**config.mk**
```make
export PLATFORM = sky130hd
export DESIGN_NAME = pixelMixer
export DESIGN_NICKNAME = d
export VERILOG_FILES = /design/src/source/videoTypesPkg.sv /design/src/source/pixelMixer.sv
export SDC_FILE = /design/constraint.sdc
export NUM_CORES = 1
export LEC_CHECK = 0
export BUFFER_PORTS_ARGS = -buffer_cell sky130_fd_sc_hd__buf_2
export CAP_MARGIN = 20
export CORE_UTILIZATION = 48
export CTS_BUF_LIST = sky130_fd_sc_hd__clkbuf_8
export DETAILED_ROUTE_END_ITERATION = 12
export GPL_ROUTABILITY_DRIVEN = 0
export PLACE_DENSITY = 0.87
export SYNTH_ARGS = -nofsm -noshare
export SYNTH_HDL_FRONTEND = slang
export SYNTH_SLANG_ARGS = --single-unit
```
**constraint.sdc**
```tcl
create_clock -name CK1 -period 3.77 [get_ports CK1]
set_input_delay 0.1885 -clock CK1 [delete_from_list [all_inputs] [get_ports CK1]]
set_output_delay 0.1885 -clock CK1 [all_outputs]
set_load 0.05 [all_outputs]
```
**src/source/videoTypesPkg.sv**
```systemverilog
//####################
// Video data types
// Pixel colour, palette numbers, line buffer
// columns and words, output palette address
//####################

package videoTypesPkg;

	// Colour index inside one palette, zero is transparent
	typedef logic [3:0] colorIndex;

	// Sprite palette number
	typedef logic [7:0] spritePalette;

	// Fix layer palette number
	typedef logic [3:0] fixPalette;

	// Line buffer column
	typedef logic [7:0] lbAddr;

	// Buffer word, sprite palette above colour
	typedef logic [11:0] lbEntry;

	// Palette RAM address on the output bus
	typedef logic [11:0] paletteAddr;

	// Cleared entry, reads back as palette address FFF
	localparam lbEntry backdropCode = '1;

endpackage

```
**src/source/pixelMixer.sv**
```systemverilog
//####################
// Pixel mixer
// Blank over fix over sprite, output register
//####################

`timescale 1ns/1ps

module pixelMixer
	import videoTypesPkg::*;
(
	input logic CK1,
	input logic reset,
	input logic scanValid,
	input lbEntry scanData,
	input colorIndex fixColor,
	input fixPalette fixPal,
	input logic blank,
	output paletteAddr pa,
	output logic pixelValid
);

	// Fix and blank, one stage behind to meet the RAM data
	colorIndex fixColorDly;
	fixPalette fixPalDly;
	logic blankDly;
	paletteAddr mixed;

	always_ff @(posedge CK1)
	begin
		fixColorDly <= fixColor;
		fixPalDly <= fixPal;
		blankDly <= blank;
	end

	// Blank forces zero
	// Opaque fix pixel next, top nibble zero
	// Else the line buffer word as is
	always_comb
	begin
		if (blankDly)
			mixed = '0;
		else if (fixColorDly != '0)
			mixed = {4'b0000, fixPalDly, fixColorDly};
		else
			mixed = scanData;
	end

	always_ff @(posedge CK1)
	begin
		if (reset)
		begin
			pa <= '0;
			pixelValid <= 1'b0;
		end
		else
		begin
			pa <= mixed;
			pixelValid <= scanValid;
		end
	end

endmodule

```
==> metrics.yaml <==
status: "finished clean"
finalNonFillerCells: 104
routedWlPerCell_um: 11.6
dr_total_vias: 514
fmax_mhz: 663
worstSkewPairLatency_ns: 0.26
totalPowerFinal_mw: 0.459
ant_nets: 0
hold_violations: 0
drt_iter0_drc: 4
slowest_delay_ns: 0.66
grt_usage_pct: 18.8
reg2reg_from: "fixColorDly[3]"
hold_ws_ns: 0.0219
start_kind: "flip-flop"
ys_types: 11
cts-buffers-inserted: 3
dp_cells: 100
critical_path_class: "flip-flop to flip-flop"
drive_gt1_share_pct: 59.6
placed_area_um2: 878
grt_pass1_wl_um: 1880
cts_root_buf: "clkbuf_8"
fp.dieW_um: 40.2
setup_viol: 0
cts_hold_buf: 0
post-cts-setup-buffer-count: 0
avgSynthCellArea_um2: 13.5
io_pins: 37
tightest_slew_ns: 0.683
clk_pin_slew_ns: 0.07
cp_data_required_time_ns: 3.92
power_density_nw_per_um2: 492
yosysSeqAreaShare_pct: 62.9
syn_area_um2: 701
syn-num-nets: 76
initial_core_util_pct: 52.5
cts_resized: 0
clock_skew_ns: 0.00233
num_rows: 13
critPathCaptureType: "flip-flop"
postLayoutCellArea_um2: 933
cap_violations: 0
peakVddDrop_mv: 0.375
fin_nets: 114
cp_data_arrival_time_ns: 1.66
cp_slowest_cell: "nor4_4"
htree_levels: 1
grt_pass1_vias: 484
vias_per_cell: 4.94
hpwl_um: 879
yosys.area_share.simple_pct: 21.6
antenna_found_initial: 0
synthAdderAreaFrac_pct: 0
cts_sinks: 22
synth_top_family_by_area: "simple AND/OR/NAND/NOR gates"
yosysWarnings: 0
yosys.area_share.xor_xnor_pct: 0
antenna_cells: 0
fin_crit_sh_pct: 40.0
leakage_nw: 0.451
fillers: 114
ys_seq_elements: 22
design.die.area_um2: 1620
synth_mux_area_share_pct: 7.50
cts_tree: "done"
crit_path_max_fanout: 12
dp_slack_ns: 2.28
finalCriticalPeriod_ns: 1.51
grt_max_degree: 15
gr-total-overflow: 0
port_buffers: 36
fin_tns_setup_ns: 0
drc_errors: 0
core_area_um2: 1330
maxSlewViolCount: 0
drt_wl_total_um: 1210
startpoint: "fixColorDly[3]"
dr.pass1.iters: 2
slew_headroom_pct: 54.1
synthToLayoutAreaGrowth_pct: 33.2
die_y_um: 40.2
path_cells: "nor4_4, mux2_2"
final_util_pct: 70.0
hold_start: "fixPal[3]"
syn_inst: 52
cts_max_path_buffers: 2
hold_class: "input pin to flip-flop"
rsz0062_at_grt: "no"
synth_compound_area_share_pct: 5.00
setup_slack_ns: 2.26
## cell families (layout without fill, tap and decap cells)
| group | count (synthesis) | in the layout |
|---|---|---|
| AOI/OAI and AO/OA | 4 | 4 |
| buffers and inverters | 3 | 40 |
| and+or+nand+nor | 19 | 19 |
| DFF | 22 | 22 |
| muxes | 4 | 4 |
## Yosys cell counts
master / number / share of area, %
mux2_2: 2 / 3.2
nor4_4: 1 / 3.0
mux2_4: 2 / 4.3
and3_2: 4 / 4.3
dfxtp_1: 22 / 63
buf_6: 1 / 1.6
nor2_1: 1 / 0.54
a31o_2: 4 / 5.0
buf_2: 2 / 1.4
nor2b_1: 1 / 0.89
nor3b_1: 12 / 13
## area by class of cell
type / instances / area, µm² / area share, %
Multi-Input combinational cell: 27 / 239 / 25.6
Clock buffer: 4 / 55.1 / 5.90
Tap cell: 15 / 18.8 / 2.01
Sequential cell: 22 / 440 / 47.2
Timing Repair Buffer: 36 / 180 / 19.3
## flip-flops by register name, indices dropped and copies added (netlist names)
signal,count
pixelValid,1
blankDly,1
pa,12
fixPalDly,4
fixColorDly,4
## path summary, 6_finish.rpt
path / end / slack [ns] / depth (start not counted)
max: pa[4] / 2.26 / 2
min: fixPalDly[3] / 0.02 / 1
min reg2reg: pa[7] / 0.65 / 2
max reg2reg: pa[4] / 2.26 / 2
## power by group
part / total, mW / switching (mW) / internal [mW]
logic: 0.0463 / 0.0269 / 0.0195
clock network: 0.165 / 0.0722 / 0.0931
registers: 0.247 / 0.00538 / 0.242
total: 0.459 / 0.104 / 0.355
## placed cells by master, fill, tap and decap left out, drive strengths merged
master and count:
nor4 1, buf 36, a31o 4, and3 4, nor2b 1, nor2 1
nor3b 12, clkbuf 4, mux2 4, dfxtp 22
## per-layer routing
metal | track usage [%] | up-vias | wire [µm]
met5 | 0 | - | 0
met4 | 10.0 | 0 | 16
met3 | 10.0 | 2 | 108
met2 | 32.7 | 29 | 592
met1 | 17.5 | 225 | 491
li1 | - | 258 | -
## critical path, delay by kind of cell (launching register included)
family | cells | cell delay [ns]
simple gates | 1 | 0.66
mux | 1 | 0.41
flops | 1 | 0.34
Power figures use the tool's default switching activity.
