==> config.mk <==
export PLATFORM = sky130hd
export DESIGN_NAME = lineSequencer_flat
export DESIGN_NICKNAME = d
export VERILOG_FILES = /design/src/source/videoTypesPkg.sv /design/src/source/lineControlPkg.sv /design/src/source/bankCtrlIf.sv /design/src/source/lineSequencer.sv /design/src/flat_wrapper.sv
export SDC_FILE = /design/constraint.sdc
export NUM_CORES = 1
export LEC_CHECK = 0
export ABC_CLOCK_PERIOD_IN_PS = 2700
export BUFFER_PORTS_ARGS = -buffer_cell sky130_fd_sc_hd__buf_2
export CAP_MARGIN = 30
export CORE_MARGIN = 8
export CORE_UTILIZATION = 43
export DETAILED_ROUTE_END_ITERATION = 8
export GPL_TIMING_DRIVEN = 0
export HOLD_SLACK_MARGIN = 0.06
export MAX_ROUTING_LAYER = met4
export PLACE_DENSITY = 0.74
export SLEW_MARGIN = 20
export SYNTH_ARGS = -nofsm -noshare
export SYNTH_HDL_FRONTEND = slang
export SYNTH_SLANG_ARGS = --single-unit
==> constraint.sdc <==
create_clock -name CK1 -period 2.7 [get_ports CK1]
set_clock_uncertainty 0.05 [all_clocks]
set_input_delay 0.54 -clock CK1 [delete_from_list [all_inputs] [get_ports CK1]]
set_output_delay 0.54 -clock CK1 [all_outputs]
set_load 0.05 [all_outputs]
==> src/source/videoTypesPkg.sv <==
//####################
// Video data types
// Pixel colour, palette numbers, line buffer
// columns and words, output palette address
//####################

package videoTypesPkg;

	// Colour index inside one palette, zero is transparent
	typedef logic [3:0] colorIndex;

	// Sprite palette number
	typedef logic [7:0] spritePalette;

	// Fix layer palette number
	typedef logic [3:0] fixPalette;

	// Line buffer column
	typedef logic [7:0] lbAddr;

	// Buffer word, sprite palette above colour
	typedef logic [11:0] lbEntry;

	// Palette RAM address on the output bus
	typedef logic [11:0] paletteAddr;

	// Cleared entry, reads back as palette address FFF
	localparam lbEntry backdropCode = '1;

endpackage

==> src/source/lineControlPkg.sv <==
//####################
// Line control definitions
// Sequencer states and buffer depth
//####################

package lineControlPkg;

	// Sequencer states
	// flushing: sweep after reset, both buffers to backdrop
	// waiting: idle between lines, lineStart accepted here
	// scanning: front buffer read out, one pixel per cycle
	typedef enum logic [1:0]
	{
		flushing,
		waiting,
		scanning
	} lineState;

	// Entries per line buffer
	localparam int lbDepth = 256;

endpackage

==> src/source/bankCtrlIf.sv <==
//####################
// Buffer bank control bundle
// Buffer select, flush and scan strobes and
// the two column addresses into the bank
//####################

`timescale 1ns/1ps

interface bankCtrlIf
	import videoTypesPkg::*;
();

	// Buffer currently displayed
	logic frontSel;
	// Reset sweep in progress
	logic flushing;
	// Front buffer read this cycle
	logic scanRead;
	// Render column, back buffer
	lbAddr renderAddr;
	// Scan column, also the flush column
	lbAddr scanAddr;

	// Sequencer side
	modport seq (output frontSel, output flushing, output scanRead);

	// Column counters
	modport ctr (output renderAddr, output scanAddr);

	// Buffer bank takes everything
	modport bank (input frontSel, input flushing, input scanRead,
		input renderAddr, input scanAddr);

endinterface

==> src/source/lineSequencer.sv <==
//####################
// Line sequencer
// Reset flush sweep, idle wait, scan-out timing
// Owns the front buffer select
//####################

`timescale 1ns/1ps

module lineSequencer
	import lineControlPkg::*;
#(
	parameter int activePixels = 256
)
(
	input logic CK1,
	input logic reset,
	input logic lineStart,
	bankCtrlIf.seq ctrl,
	output logic scanLoad,
	output logic scanStep,
	output logic ready
);

	localparam int timerBits = $clog2(lbDepth);

	lineState state;
	logic [timerBits-1:0] pixelTimer;
	logic lineAccept;
	logic timerDone;

	// Only honoured when idle and flushed
	assign ready = (state == waiting);
	assign lineAccept = ready && lineStart;

	// Sweep length or visible line length
	assign timerDone = (state == flushing) ?
		(pixelTimer == timerBits'(lbDepth - 1)) :
		(pixelTimer == timerBits'(activePixels - 1));

	always_ff @(posedge CK1)
	begin
		if (reset)
		begin
			state <= flushing;
			pixelTimer <= '0;
			ctrl.frontSel <= 1'b0;
		end
		else
		begin
			case (state)
				flushing:
				begin
					pixelTimer <= pixelTimer + 1'b1;
					if (timerDone)
						state <= waiting;
				end
				waiting:
				begin
					pixelTimer <= '0;
					// Swap buffers on accepted line start
					if (lineAccept)
					begin
						state <= scanning;
						ctrl.frontSel <= ~ctrl.frontSel;
					end
				end
				scanning:
				begin
					pixelTimer <= pixelTimer + 1'b1;
					// Extra lineStart here has no effect
					if (timerDone)
					begin
						state <= waiting;
						pixelTimer <= '0;
					end
				end
				default:
					state <= flushing;
			endcase
		end
	end

	assign ctrl.flushing = (state == flushing);
	assign ctrl.scanRead = (state == scanning);

	// Scan counter loads scanStart on line start
	assign scanLoad = lineAccept;
	// Counts from zero through the sweep, then across the line
	assign scanStep = (state != waiting);

endmodule

==> src/flat_wrapper.sv <==
// flat-port wrapper written by rule: the top's interface ports become plain ports
module lineSequencer_flat import lineControlPkg::*;
#(
	parameter int activePixels = 256
)
  (CK1, reset, lineStart, scanLoad, scanStep, ready, ctrl_frontSel, ctrl_flushing, ctrl_scanRead);
  bankCtrlIf ctrl_i ();
  input logic CK1;
  input logic reset;
  input logic lineStart;
  output logic scanLoad;
  output logic scanStep;
  output logic ready;
  output wire logic [$bits(ctrl_i.frontSel)-1:0] ctrl_frontSel;
  output wire logic [$bits(ctrl_i.flushing)-1:0] ctrl_flushing;
  output wire logic [$bits(ctrl_i.scanRead)-1:0] ctrl_scanRead;
  assign ctrl_frontSel = ctrl_i.frontSel;
  assign ctrl_flushing = ctrl_i.flushing;
  assign ctrl_scanRead = ctrl_i.scanRead;
  lineSequencer #(.activePixels(activePixels)) u_core (.CK1(CK1), .reset(reset), .lineStart(lineStart), .ctrl(ctrl_i), .scanLoad(scanLoad), .scanStep(scanStep), .ready(ready));
endmodule
==> run summary <==
htree depth = 1
clock tree buffer depth = 2
syn_nets = 74
synthesized cell area = 582 um2
CP Data Arrival Time = 1380 ps
Routed wire per std cell = 12.3 um
routed wire length = 1130 um
Post-synth EDFFs = 0
main flop type after synthesis = dfxtp_1
most frequent cells in the layout = 13 x nor2_1, 11 x dfxtp_1, 8 x buf_2, 6 x ha_1, 5 x inv_1
I/O pin count = 9
routed vias/inst = 5.21
vias = 479
layout cells sized above 1 = 0.182
Psw = 0.0693 mW
first-pass GRT wire length = 1720 um
sequential area share after synthesis = 0.378
CP Cell Sequence = inv_1 -> ha_1 -> and2_1 -> buf_2
worst slew pin tran = 679 ps
gp weighted congestion = 0.835
FF+latch count, synth = 11
RSZ-0062 raised after global routing = false
die area = 2790 um2
row cnt = 13
DRC violations left = 0
vias in the first global route = 420
Post-Synth Simple-Gate Area = 0.247
fmax = 508 MHz
CTS Sinks = 11
Adder-Cell Fraction of Synth Area = 0.129
FF-to-FF Start = u_core.pixelTimer[0]
status = completed
fin nets = 87
crit-path max FO = 4
Worst R2R Setup Slack = 910 ps
post-synthesis instance total = 65
commonest non-fill, non-tap cell in the layout = nor2_1
Worst Hold Launch = reset
total core area = 1280 um2
Reg2Reg Capture Point = u_core.pixelTimer[6]
power per standard cell area = 445 nW/um2
Max stage delay on crit path = 340 ps
critical path's top delay family = buffers and inverters
Ys Warns = 0
met3 routed WL = 105 um
highest metal used = met4
DP Area = 641 um2
synthesized area per cell = 8.95 um2
maximum vdd drop = 431 uV
R2R depth = 5
Initial Util = 0.453
antenna violations before repair = 0
HPWL after detailed placement = 824 um
worst-case hold path end point = u_core.ctrl.frontSel
TritonCTS buffer count = 3
Sw Share = 0.233
mux cell area share after synthesis = 0.0172
M1 WL = 502 um
worst rel slew slack = 0.546
combinational family with the most area after synthesis = simple AND/OR/NAND/NOR gates
1st-pass router iterations = 4
ys async rst share = 0
complex-gate fraction of the synthesized area = 0.0753
GRT overflow = 0
Hold Vio Cnt, Final = 0
Die Width = 52.8 um
Reg power frac = 0.572
worst hold path depth = 2
setup TNS = 0 ps
total leakage power = 0.281 nW
CTS resizes = 0
Cell Int Power = 0.228 mW
Yosys cell types = 23
All-Layer GR Usage = 0.0860
crit share post-route = 0.729
Max Cap Viol = 0
CTS Hold Bufs = 0
WP data required = 2110 ps
Die Y-Extent = 52.8 um
crit path capture type = output pin
routed length on met2 = 515 um
Clk network pwr share = 0.375
Period minus WS final = 1970 ps
DR iter-0 viols = 10
setup violators final = 0
Final ANT Viol Nets = 0
Final Instance Area = 668 um2
post-CTS setup buffer count = 0
# port buffers = 8
clk slew on worst S/H paths = 70 ps
Worst path slowest cell = dfxtp_1
ant diodes = 0
Layout area overhead = 14.8%
worst skew pair latency = 270 ps
Crit Path Category = register to output pin
Logic pwr share = 0.052
CTS tree = yes
Worst Hold Class = input port to register
root buffer cell = clkbuf_4
Buf/Inv on CP = 2
startpoint types = register
Final Max Slew Viols = 0
xor and xnor area share after synthesis = 0.120
largest net degree at the start of global routing = 9
==> cell usage after synthesis (2+ instances only) <==
cell	n	area [um2]
dfxtp_1	11	220
ha_1	6	75.1
inv_1	5	18.8
nand3_1	2	10.0
nand4_1	2	12.5
nor2_1	13	48.8
nor2b_1	2	12.5
o21ai_0	3	15.0
xnor2_1	4	35.0
xor2_1	4	35.0
==> metrics by stage <==
stage | total power, mW | setup WS [ps] | utilization | instances | hold WS (ps)
final | 0.297 | 732 | 0.520 | 92 | 421
after global routing | 0.315 | 618 | 0.520 | 92 | 412
after detailed placement | 0.189 | 931 | 0.499 | 88 | 447
after floorplan | 0.184 | 656 | - | 65 | 434
after CTS | 0.304 | 718 | 0.520 | 92 | 417
after global placement | 0.188 | 937 | 0.499 | 88 | 448
==> layout make-up <==
| type | count | area, um2 |
|---|---|---|
| Timing Repair Buffer | 8 | 40.0 |
| Inverter | 5 | 18.8 |
| Multi-Input combinational cell | 49 | 343 |
| Sequential cell | 11 | 220 |
| Clock inverter | 1 | 5.00 |
| Tap cell | 15 | 18.8 |
| Fill cell | 133 | 617 |
| Clock buffer | 3 | 22.5 |
==> cell families (layout without fill, tap and decap cells) <==
group / Yosys count / count (layout)
simple gates: 27 / 27
compound gates: 7 / 7
xor+xnor: 8 / 8
mux: 1 / 1
buf+inv: 5 / 17
fa+ha+maj: 6 / 6
flops: 11 / 11
==> sequential cells by signal (all words and copies together) (netlist names) <==
signal	flops
u_core.pixelTimer	8
u_core.ctrl.frontSel	1
u_core.state	2
==> power by group through the flow <==
| stage | Combinational, mW | Clock (mW) | Sequential (mW) |
|---|---|---|---|
| 2_1_floorplan | 0.0110 | 0 | 0.173 |
| 3_3_place_gp | 0.0147 | 0 | 0.173 |
| 3_5_place_dp | 0.0155 | 0 | 0.174 |
| 4_1_cts | 0.0158 | 0.118 | 0.170 |
| 5_1_grt | 0.0171 | 0.128 | 0.171 |
| 6_report | 0.0155 | 0.112 | 0.170 |
==> layer usage <==
metal,track usage,vias up
met3,0.0625,2
met5,-,-
met1,0.0865,219
met4,0.0259,0
met2,0.129,12
li1,-,246
==> worst max-delay path by stage <==
stage                               from                   end  slack (ps)  depth (start not counted)
floorplan                u_core.state[1]              scanLoad         660                          3
global placement    u_core.pixelTimer[0]  u_core.pixelTimer[0]         940                          5
detailed placement  u_core.pixelTimer[0]  u_core.pixelTimer[7]         930                          5
CTS                      u_core.state[1]              scanLoad         720                          4
global route             u_core.state[1]              scanLoad         620                          4
finish                   u_core.state[1]              scanLoad         730                          4
No activity file was read; power rests on OpenSTA's default activity.
