==> src/source/videoTypesPkg.sv <==
//####################
// Video data types
// Pixel colour, palette numbers, line buffer
// columns and words, output palette address
//####################

package videoTypesPkg;

	// Colour index inside one palette, zero is transparent
	typedef logic [3:0] colorIndex;

	// Sprite palette number
	typedef logic [7:0] spritePalette;

	// Fix layer palette number
	typedef logic [3:0] fixPalette;

	// Line buffer column
	typedef logic [7:0] lbAddr;

	// Buffer word, sprite palette above colour
	typedef logic [11:0] lbEntry;

	// Palette RAM address on the output bus
	typedef logic [11:0] paletteAddr;

	// Cleared entry, reads back as palette address FFF
	localparam lbEntry backdropCode = '1;

endpackage

==> src/source/addressCounter.sv <==
//####################
// Line buffer column counter
// Loadable, steps by one, wraps at 256
//####################

`timescale 1ns/1ps

module addressCounter
	import videoTypesPkg::*;
(
	input logic CK1,
	input logic reset,
	input logic load,
	input lbAddr loadValue,
	input logic step,
	output lbAddr addr
);

	lbAddr count;
	lbAddr base;

	// Loaded column visible in the load cycle itself
	// so a write on the same strobe lands at loadValue
	assign base = load ? loadValue : count;
	assign addr = base;

	// Load and step together leave loadValue + 1
	always_ff @(posedge CK1)
	begin
		if (reset)
			count <= '0;
		else if (load || step)
			count <= base + lbAddr'(step);
	end

endmodule

==> config.mk <==
export PLATFORM = sky130hd
export DESIGN_NAME = addressCounter
export DESIGN_NICKNAME = d
export VERILOG_FILES = /design/src/source/videoTypesPkg.sv /design/src/source/addressCounter.sv
export SDC_FILE = /design/constraint.sdc
export NUM_CORES = 1
export LEC_CHECK = 0
export BUFFER_PORTS_ARGS = -buffer_cell sky130_fd_sc_hd__buf_2
export CAP_MARGIN = 20
export CORE_UTILIZATION = 38
export CTS_CLUSTER_SIZE = 24
export DETAILED_ROUTE_END_ITERATION = 12
export GPL_ROUTABILITY_DRIVEN = 0
export PLACE_DENSITY = 0.65
export SYNTH_ARGS = -nofsm -noshare
export SYNTH_HDL_FRONTEND = slang
export SYNTH_SLANG_ARGS = --single-unit
==> constraint.sdc <==
create_clock -name CK1 -period 1.7 [get_ports CK1]
set_input_delay 0.17 -clock CK1 [delete_from_list [all_inputs] [get_ports CK1]]
set_output_delay 0.17 -clock CK1 [all_outputs]
set_load 0.1 [all_outputs]
==> results of run 1 <==
[layout by cell type, fill, tap and decap left out, types with 3 or more instances in the layout]
| cell | count |
|---|---|
| a21oi_1 | 3 |
| buf_2 | 19 |
| buf_4 | 3 |
| clkbuf_4 | 3 |
| dfxtp_1 | 8 |
| mux2_2 | 6 |
| nand2_1 | 9 |
| nand3_1 | 3 |
| nor2_1 | 3 |
| nor2b_1 | 3 |
[kinds of logic after synthesis]
| family | Yosys count | synth area share [%] |
|---|---|---|
| buffers and inverters | 5 | 6.444 |
| xor gates and xnor gates | 2 | 2.911 |
| and+or+nand+nor | 29 | 29.31 |
| muxes | 8 | 14.76 |
| DFF | 8 | 26.61 |
| AOI/OAI and AO/OA | 11 | 15.80 |
| adders and majority gates | 2 | 4.157 |
[worst max-delay path by stage]
| stage | start | end | slack (ns) | cells past startpoint |
|---|---|---|---|---|
| global placement | load | count[2]$_SDFFE_PP0P_ | 0.15 | 7 |
| detailed placement | load | count[2]$_SDFFE_PP0P_ | 0.13 | 7 |
| CTS | count[0]$_SDFFE_PP0P_ | count[5]$_SDFFE_PP0P_ | 0.16 | 6 |
| finish | count[0]$_SDFFE_PP0P_ | count[5]$_SDFFE_PP0P_ | 0.15 | 6 |
| global route | count[0]$_SDFFE_PP0P_ | count[7]$_SDFFE_PP0P_ | 0.08 | 6 |
| floorplan | load | count[5]$_SDFFE_PP0P_ | -0.11 | 8 |
[area by class of cell]
class | instances | area share (%)
flip-flops and latches | 8 | 21.48
repair buffers | 22 | 15.77
inverters | 2 | 1.007
multi-input cells | 52 | 56.21
well taps | 15 | 2.517
clock buffers | 3 | 3.020
[report_power, final]
group          internal [mW]  switching (mW)
Combinational         0.0715           0.193
Clock                 0.0812          0.0707
Sequential             0.203          0.0126
[per-layer routing]
layer	wire length (µm)	track usage, %	up-vias
li1	-	-	286
met1	687	24.08	275
met2	648	25.00	24
met3	81	4.348	5
met4	37	11.61	0
met5	0	0	-
[critical path, stage by stage (launching register included)]
cell and delay [ns]:
dfxtp_1 0.33, mux2_4 0.17, ha_4 0.14, nand4b_1 0.17, a22oi_1 0.29, nor3b_1 0.08
a221o_1 0.26
[through the flow]
step / cell area, µm² / TNS [ns] / util (%) / hold WS (ns)
floorplan: 621.8 / -0.4968 / - / 0.2346
CTS: 745.7 / 0 / 53.94 / 0.1747
global route: 745.7 / 0 / 53.94 / 0.1836
detailed placement: 723.2 / 0 / 52.31 / 0.4533
finish: 745.7 / 0 / 53.94 / 0.1813
global placement: 723.2 / 0 / 52.31 / 0.4452
==> summary.txt, run 1 <==
Run status
  • Status: complete, no violations

Finish
  • Multi-input logic area: about 420 µm²
  • Diode count: 0
  • Net count, final: slightly above 100
  • Fillers: roughly 130
  • Final std cells w/o fill: 102
  • Total area of sequential cells: 160.2 µm²
  • Fraction of layout cells with a size suffix above 1: 44.83%
  • Largest register FFs: 8
  • Area Overhead vs Synth: 23.91%
  • Biggest register: count
  • Largest registers: count (8)

Clock tree
  • Clk_lat worst skew: 0.26 ns
  • Clk buf depth: 2
  • Post-cts repair resize count: 0
  • Clock tree from TritonCTS: done
  • Root Driver: clkbuf_4
  • Sink Count: 8
  • Post-CTS setup buffers: 0
  • CTS Hold Bufs: 0
  • Cts bufs inserted: 3
  • H-tree levels: 1
  • Clock-pin slew on the worst setup and hold paths: 0.06 ns

Hold path
  • Worst Hold Depth: 2
  • Hold Crit Class: primary input to register
  • Source of the worst hold timing path: reset
  • Hold Path End: count[7]$_SDFFE_PP0P_

Power and ir drop
  • Worst vdd ir: 0.0004229 V
  • Pwr/cell area: between 800 and 900 mW/mm²
  • Power consumption: roughly 0.63 mW
  • Leakage: ~0.35 nW

Setup path
  • R2R Path Start: count[0]$_SDFFE_PP0P_
  • CP startpoint kind: register
  • R2R depth: 6
  • R2r endpoint: count[5]$_SDFFE_PP0P_
  • Kind of critical path: register to register
  • Largest fanout on the critical path: 3
  • Critical Path AT: approximately 1.7 ns
  • Required time worst endpoint: 1.85 ns
  • R2R setup slack: 0.15 ns
  • CP Capture Type: register

STA
  • Top achievable clock speed: about 640 MHz
  • Crit share post-route: between 90% and 100%
  • Count of final setup violators: 0
  • Fin. max-slew vios: 0
  • RSZ-0062 raised after global routing: no
  • Final setup margin: 0.1456 ns
  • Worst Tran Pin Value: about 0.49 ns
  • Clock skew: approximately 0.0030 ns
  • Final hold violations: 0
  • Relative slew slack: between 60 and 70%
  • Crit path time final: 1.554 ns

Yosys
  • Yosys top cell by area: dfxtp_1
  • Syn_nets: slightly below 80
  • Count leader, synth: nand2_1
  • Syn avg cell area: a little over 9 µm²
  • Distinct cells, synth: 30
  • Register area share after synthesis: a little over a quarter
  • Commonest cells in the netlist: 9 x nand2_1, 8 x dfxtp_1, 7 x mux2_2
  • Yosys top cell area share: about a quarter
  • Top cells by area, synth: dfxtp_1 27%, mux2_2 13%, nand2_1 5.6%, ha_1 4.2%, nand4b_4 4.0%
  • Cell Area, Synth: 601.8 µm²
  • Yosys warning count: 0
  • Top_reg_cell synth: dfxtp_1
  • Async SR Flop Fraction: 0%
  • Cells after synthesis: 65
  • Number of synthesized flops with an enable pin: 0
  • Synthesized flop and latch total: 8

Detailed routing
  • Total number of vias: 590
  • Routed len/inst: 14.26 µm
  • Initial DRT Pass Iterations: 4
  • Detail Route Antenna Nets: 0
  • DRC: 0
  • Vias per cell: about 5.8
  • Initial DRC count: 19
  • Final wirelength: 1455 µm

Run
  • Max-Cap Viols: 0

Global route
  • Initial antenna violation count: 0
  • Largest net degree at the start of global routing: 11
  • Global-route wire length before repair: about 2400 µm
  • Vias in the first global route: between 500 and 600
  • Total GRT Usage: roughly 18%
  • GRT Residual Overflow: 0

Floorplanning
  • Die footprint: about 0.0017 mm²
  • Core area: approximately 0.0014 mm²
  • Chip Height: approximately 42 µm
  • Row cnt: 13
  • Chip width: 41.80 µm
  • Initial Util: 43.53%
  • IO Pins: 20

Placement
  • Port bufs: 19
  • Worst slack at placement: approximately 0.13 ns
  • Placed insts: 99
  • DP HPWL: around 1100 µm
(Power assumes the default switching activity.)
==> run 2, diff against run 1 <==
--- a/config.mk
+++ b/config.mk
@@ -5,13 +5,14 @@
 export SDC_FILE = /design/constraint.sdc
 export NUM_CORES = 1
 export LEC_CHECK = 0
+export ABC_AREA = 1
 export BUFFER_PORTS_ARGS = -buffer_cell sky130_fd_sc_hd__buf_2
 export CAP_MARGIN = 20
 export CORE_UTILIZATION = 38
 export CTS_CLUSTER_SIZE = 24
 export DETAILED_ROUTE_END_ITERATION = 12
 export GPL_ROUTABILITY_DRIVEN = 0
-export PLACE_DENSITY = 0.65
+export PLACE_DENSITY = 0.75
 export SYNTH_ARGS = -nofsm -noshare
 export SYNTH_HDL_FRONTEND = slang
 export SYNTH_SLANG_ARGS = --single-unit
==> run 2 against run 1 <==
Against the previous run: first-iteration DRC count is 37% lower; largest cell class unchanged; hold slack better by 0.0074 ns; critical path depth is 5 higher.
==> summary.txt, run 2 <==
Run status
  • Status: complete, no violations

Hold path
  • Worst Hold Depth: 2 (unchanged)
  • Hold Crit Class: primary input to register

Setup path
  • Largest fanout on the critical path: 3 (unchanged)
  • Crit-path most repeated cell: nand2_1
  • R2R depth: 11 (+5)
  • Critical path's largest stage delay: 0.33 ns (about the same)
  • Required time worst endpoint: 1.86 ns (about the same)
  • R2R Path Start: count[0]$_SDFFE_PP0P_
  • CP Buf/Inv Count: 1 (+1)
  • R2r endpoint: count[6]$_SDFFE_PP0P_
  • Critical-path top delay cell: dfxtp_1
  • WP depth: 11 (+5)
  • Top delay family on crit path: simple AND/OR/NAND/NOR gates
  • Critical Path AT: 1.64 ns (-0.06 ns)
  • R2R setup slack: 0.22 ns (+0.07 ns)
  • Critical Path Source: count[0]$_SDFFE_PP0P_
  • Critical path, cell by cell: nand2_1, nand2_4, ha_1, ha_4, nand3_4, nor2_4, nand2_1, nand2_1, nand3_1, nand2_1, inv_1
  • Worst Setup EP: count[6]$_SDFFE_PP0P_
  • CP Capture Type: register
  • Kind of critical path: register to register
  • CP startpoint kind: register

Finish
  • Final Core Density: 53.41% (-0.52 points)
  • Fillers: 156 (+23%)
  • Area Overhead vs Synth: 25.56%
  • Fraction of layout cells with a size suffix above 1: 39.20% (-5.6 points)
  • Most frequent cells in the layout: 26 x nand2_1, 18 x buf_2, 14 x inv_1
  • Net count, final: 141 (+37%)
  • Biggest register: count
  • Diode count: 0 (unchanged)
  • Largest registers: count (8)
  • Most common cell after layout, fill and taps aside: nand2_1
  • Final Cell Area: 842.1 µm² (+13%)
  • Largest register FFs: 8 (unchanged)

Yosys
  • Yosys warning count: 0 (unchanged)
  • Distinct cells, synth: 22 (-27%)
  • Yosys top cell by area: dfxtp_1
  • Count leader, synth: nand2_1
  • Cell Area, Synth: 670.6 µm² (+11%)
  • Top_reg_cell synth: dfxtp_1
  • Number of synthesized flops with an enable pin: 0 (unchanged)
  • Syn avg cell area: 6.387 µm² (-31%)
  • Synthesized flop and latch total: 8 (unchanged)
  • Syn_nets: 119 (+51%)
  • Commonest cells in the netlist: 30 x nand2_1, 16 x inv_1, 11 x nor2_1, 8 x dfxtp_1
  • Yosys top cell area share: 23.88% (-2.7 points)
  • Top cells by area, synth: dfxtp_1 24%, nand2_1 17%, inv_1 9.0%, nand2_2 6.5%, nor2_1 6.2%
  • Async SR Flop Fraction: 0% (unchanged)
  • Register area share after synthesis: 23.88% (-2.7 points)
  • Cells after synthesis: 105 (+62%)

Detailed routing
  • Detail Route Antenna Nets: 0 (unchanged)
  • DRC: 0 (unchanged)
  • Total number of vias: 684 (+16%)
  • Vias per cell: 4.851 (-16%)
  • Initial DRT Pass Iterations: 6 (+2)
  • Final wirelength: 1458 µm (+0.21%)
  • Initial DRC count: 12 (-7)
  • Routed len/inst: 10.34 µm (-28%)

Floorplanning
  • Die footprint: 0.001937 mm² (+11%)
  • Chip width: 44.01 µm (+5.3%)
  • Core area: 0.001577 mm² (+14%)
  • Chip Height: 44.01 µm (+5.3%)
  • IO Pins: 20 (unchanged)
  • Initial Util: 42.54% (-0.99 points)
  • Row cnt: 14 (+1)

STA
  • Relative slew slack: 67.56% (-0.17 points)
  • Clock skew: 0.007459 ns (+0.004425 ns)
  • Top achievable clock speed: 674.1 MHz (+4.8%)
  • Crit path time final: 1.483 ns (-0.07091 ns)
  • Count of final setup violators: 0 (unchanged)
  • Crit share post-route: 87.26% (-4.2 points)
  • Fin. max-slew vios: 0 (unchanged)
  • Final hold violations: 0 (unchanged)
  • RSZ-0062 raised after global routing: no
  • Worst Tran Pin Value: 0.4900 ns (+0.002527 ns)
  • Hold_ws: 0.1887 ns (+0.007392 ns)

Power and ir drop
  • Pwr/cell area: 806.1 mW/mm² (-4.9%)
  • Psw: 0.3141 mW (+14%)
  • Share of total power in the clock network: 23.2% (-0.8 points)
  • Worst vdd ir: 0.0003416 V (-19%)
  • Sequential Power Share: 31.3% (-2.8 points)
  • Cell Int Power: 0.3647 mW (+2.6%)
  • Combinational share of power: 45.5% (+3.6 points)
  • Leakage: 0.4494 nW (+27%)
  • Power consumption: 0.6787 mW (+7.4%)
  • Net Sw Frac: 46.27% (+2.5 points)

Clock tree
  • Post-CTS setup buffers: 0 (unchanged)
  • Root Driver: clkbuf_4
  • Cts bufs inserted: 3 (unchanged)
  • H-tree levels: 1 (unchanged)
  • Clock-pin slew on the worst setup and hold paths: 0.06 ns (about the same)
  • Post-cts repair resize count: 0 (unchanged)
  • Clock tree from TritonCTS: done
  • Clk_lat worst skew: 0.27 ns (about the same)
  • CTS Hold Bufs: 0 (unchanged)
  • Clk buf depth: 2 (unchanged)
  • Sink Count: 8 (unchanged)

Placement
  • Port bufs: 19 (unchanged)
  • DP HPWL: 1138 µm (+3.6%)
  • DP Area: 819.5 µm² (+13%)

Global route
  • Global-route wire length before repair: 2366 µm (+0.60%)
  • Vias in the first global route: 587 (+16%)
  • Initial antenna violation count: 0 (unchanged)
  • Total GRT Usage: 16.60% (-1.3 points)
  • Largest net degree at the start of global routing: 12 (+1)
  • GRT Residual Overflow: 0 (unchanged)

Run
  • Max-Cap Viols: 0 (unchanged)
==> run 2: area by class of cell <==
class | count | area [µm²] | area share [%]
Clock buffer | 3 | 22.52 | 2.675
Inverter | 19 | 82.58 | 9.807
Tap cell | 16 | 20.02 | 2.377
Timing Repair Buffer | 20 | 117.6 | 13.97
Multi-Input combinational cell | 75 | 439.2 | 52.15
Sequential cell | 8 | 160.2 | 19.02
==> run 2: cells by family after synthesis <==
group,synth area share (%)
AO/OA/AOI/OAI,6.157
XOR/XNOR,1.306
buffers and inverters,16.60
AND/OR/NAND/NOR,48.32
flip-flops,23.88
adder cells (fa/ha/maj),3.731
==> run 2: worst register-to-register path, cell delays in order (launching register included) <==
cell and delay, ns:
dfxtp_1 0.33, nand2_1 0.10, nand2_4 0.07, ha_1 0.23, ha_4 0.18, nand3_4 0.07
nor2_4 0.11, nand2_1 0.06, nand2_1 0.05, nand3_1 0.06, nand2_1 0.08, inv_1 0.03
==> run 2: how the worst min path moves through the flow <==
stage | to | from
6_report | count[0]$_SDFFE_PP0P_ | reset
5_1_grt | count[0]$_SDFFE_PP0P_ | reset
4_1_cts | count[0]$_SDFFE_PP0P_ | reset
3_5_place_dp | count[0]$_SDFFE_PP0P_ | count[0]$_SDFFE_PP0P_
3_3_place_gp | count[0]$_SDFFE_PP0P_ | count[0]$_SDFFE_PP0P_
2_1_floorplan | count[0]$_SDFFE_PP0P_ | step
==> run 2: power groups by stage <==
| stage | logic (mW) | clock network (mW) | registers [mW] |
|---|---|---|---|
| floorplan | 0.260 | 0 | 0.215 |
| CTS | 0.310 | 0.156 | 0.213 |
| finish | 0.309 | 0.157 | 0.213 |
| global route | 0.330 | 0.167 | 0.215 |
| global placement | 0.304 | 0 | 0.217 |
| detailed placement | 0.309 | 0 | 0.217 |
==> run 2: stage by stage <==
| step | std cells | TNS (ns) | setup WS, ns |
|---|---|---|---|
| finish | 141 | 0 | 0.2165 |
| global route | 141 | 0 | 0.1017 |
| CTS | 141 | 0 | 0.2297 |
| detailed placement | 138 | 0 | 0.1153 |
| global placement | 138 | 0 | 0.1681 |
| floorplan | 105 | -0.01243 | -0.01243 |
==> run 2: routing by layer <==
| layer | GRT usage [%] | vias up | routed length [µm] |
|---|---|---|---|
| met1 | 19.95 | 299 | 660 |
| met5 | 0 | - | 0 |
| met3 | 1.224 | 4 | 72 |
| li1 | - | 358 | - |
| met4 | 9.091 | 0 | 33 |
| met2 | 29.12 | 23 | 693 |
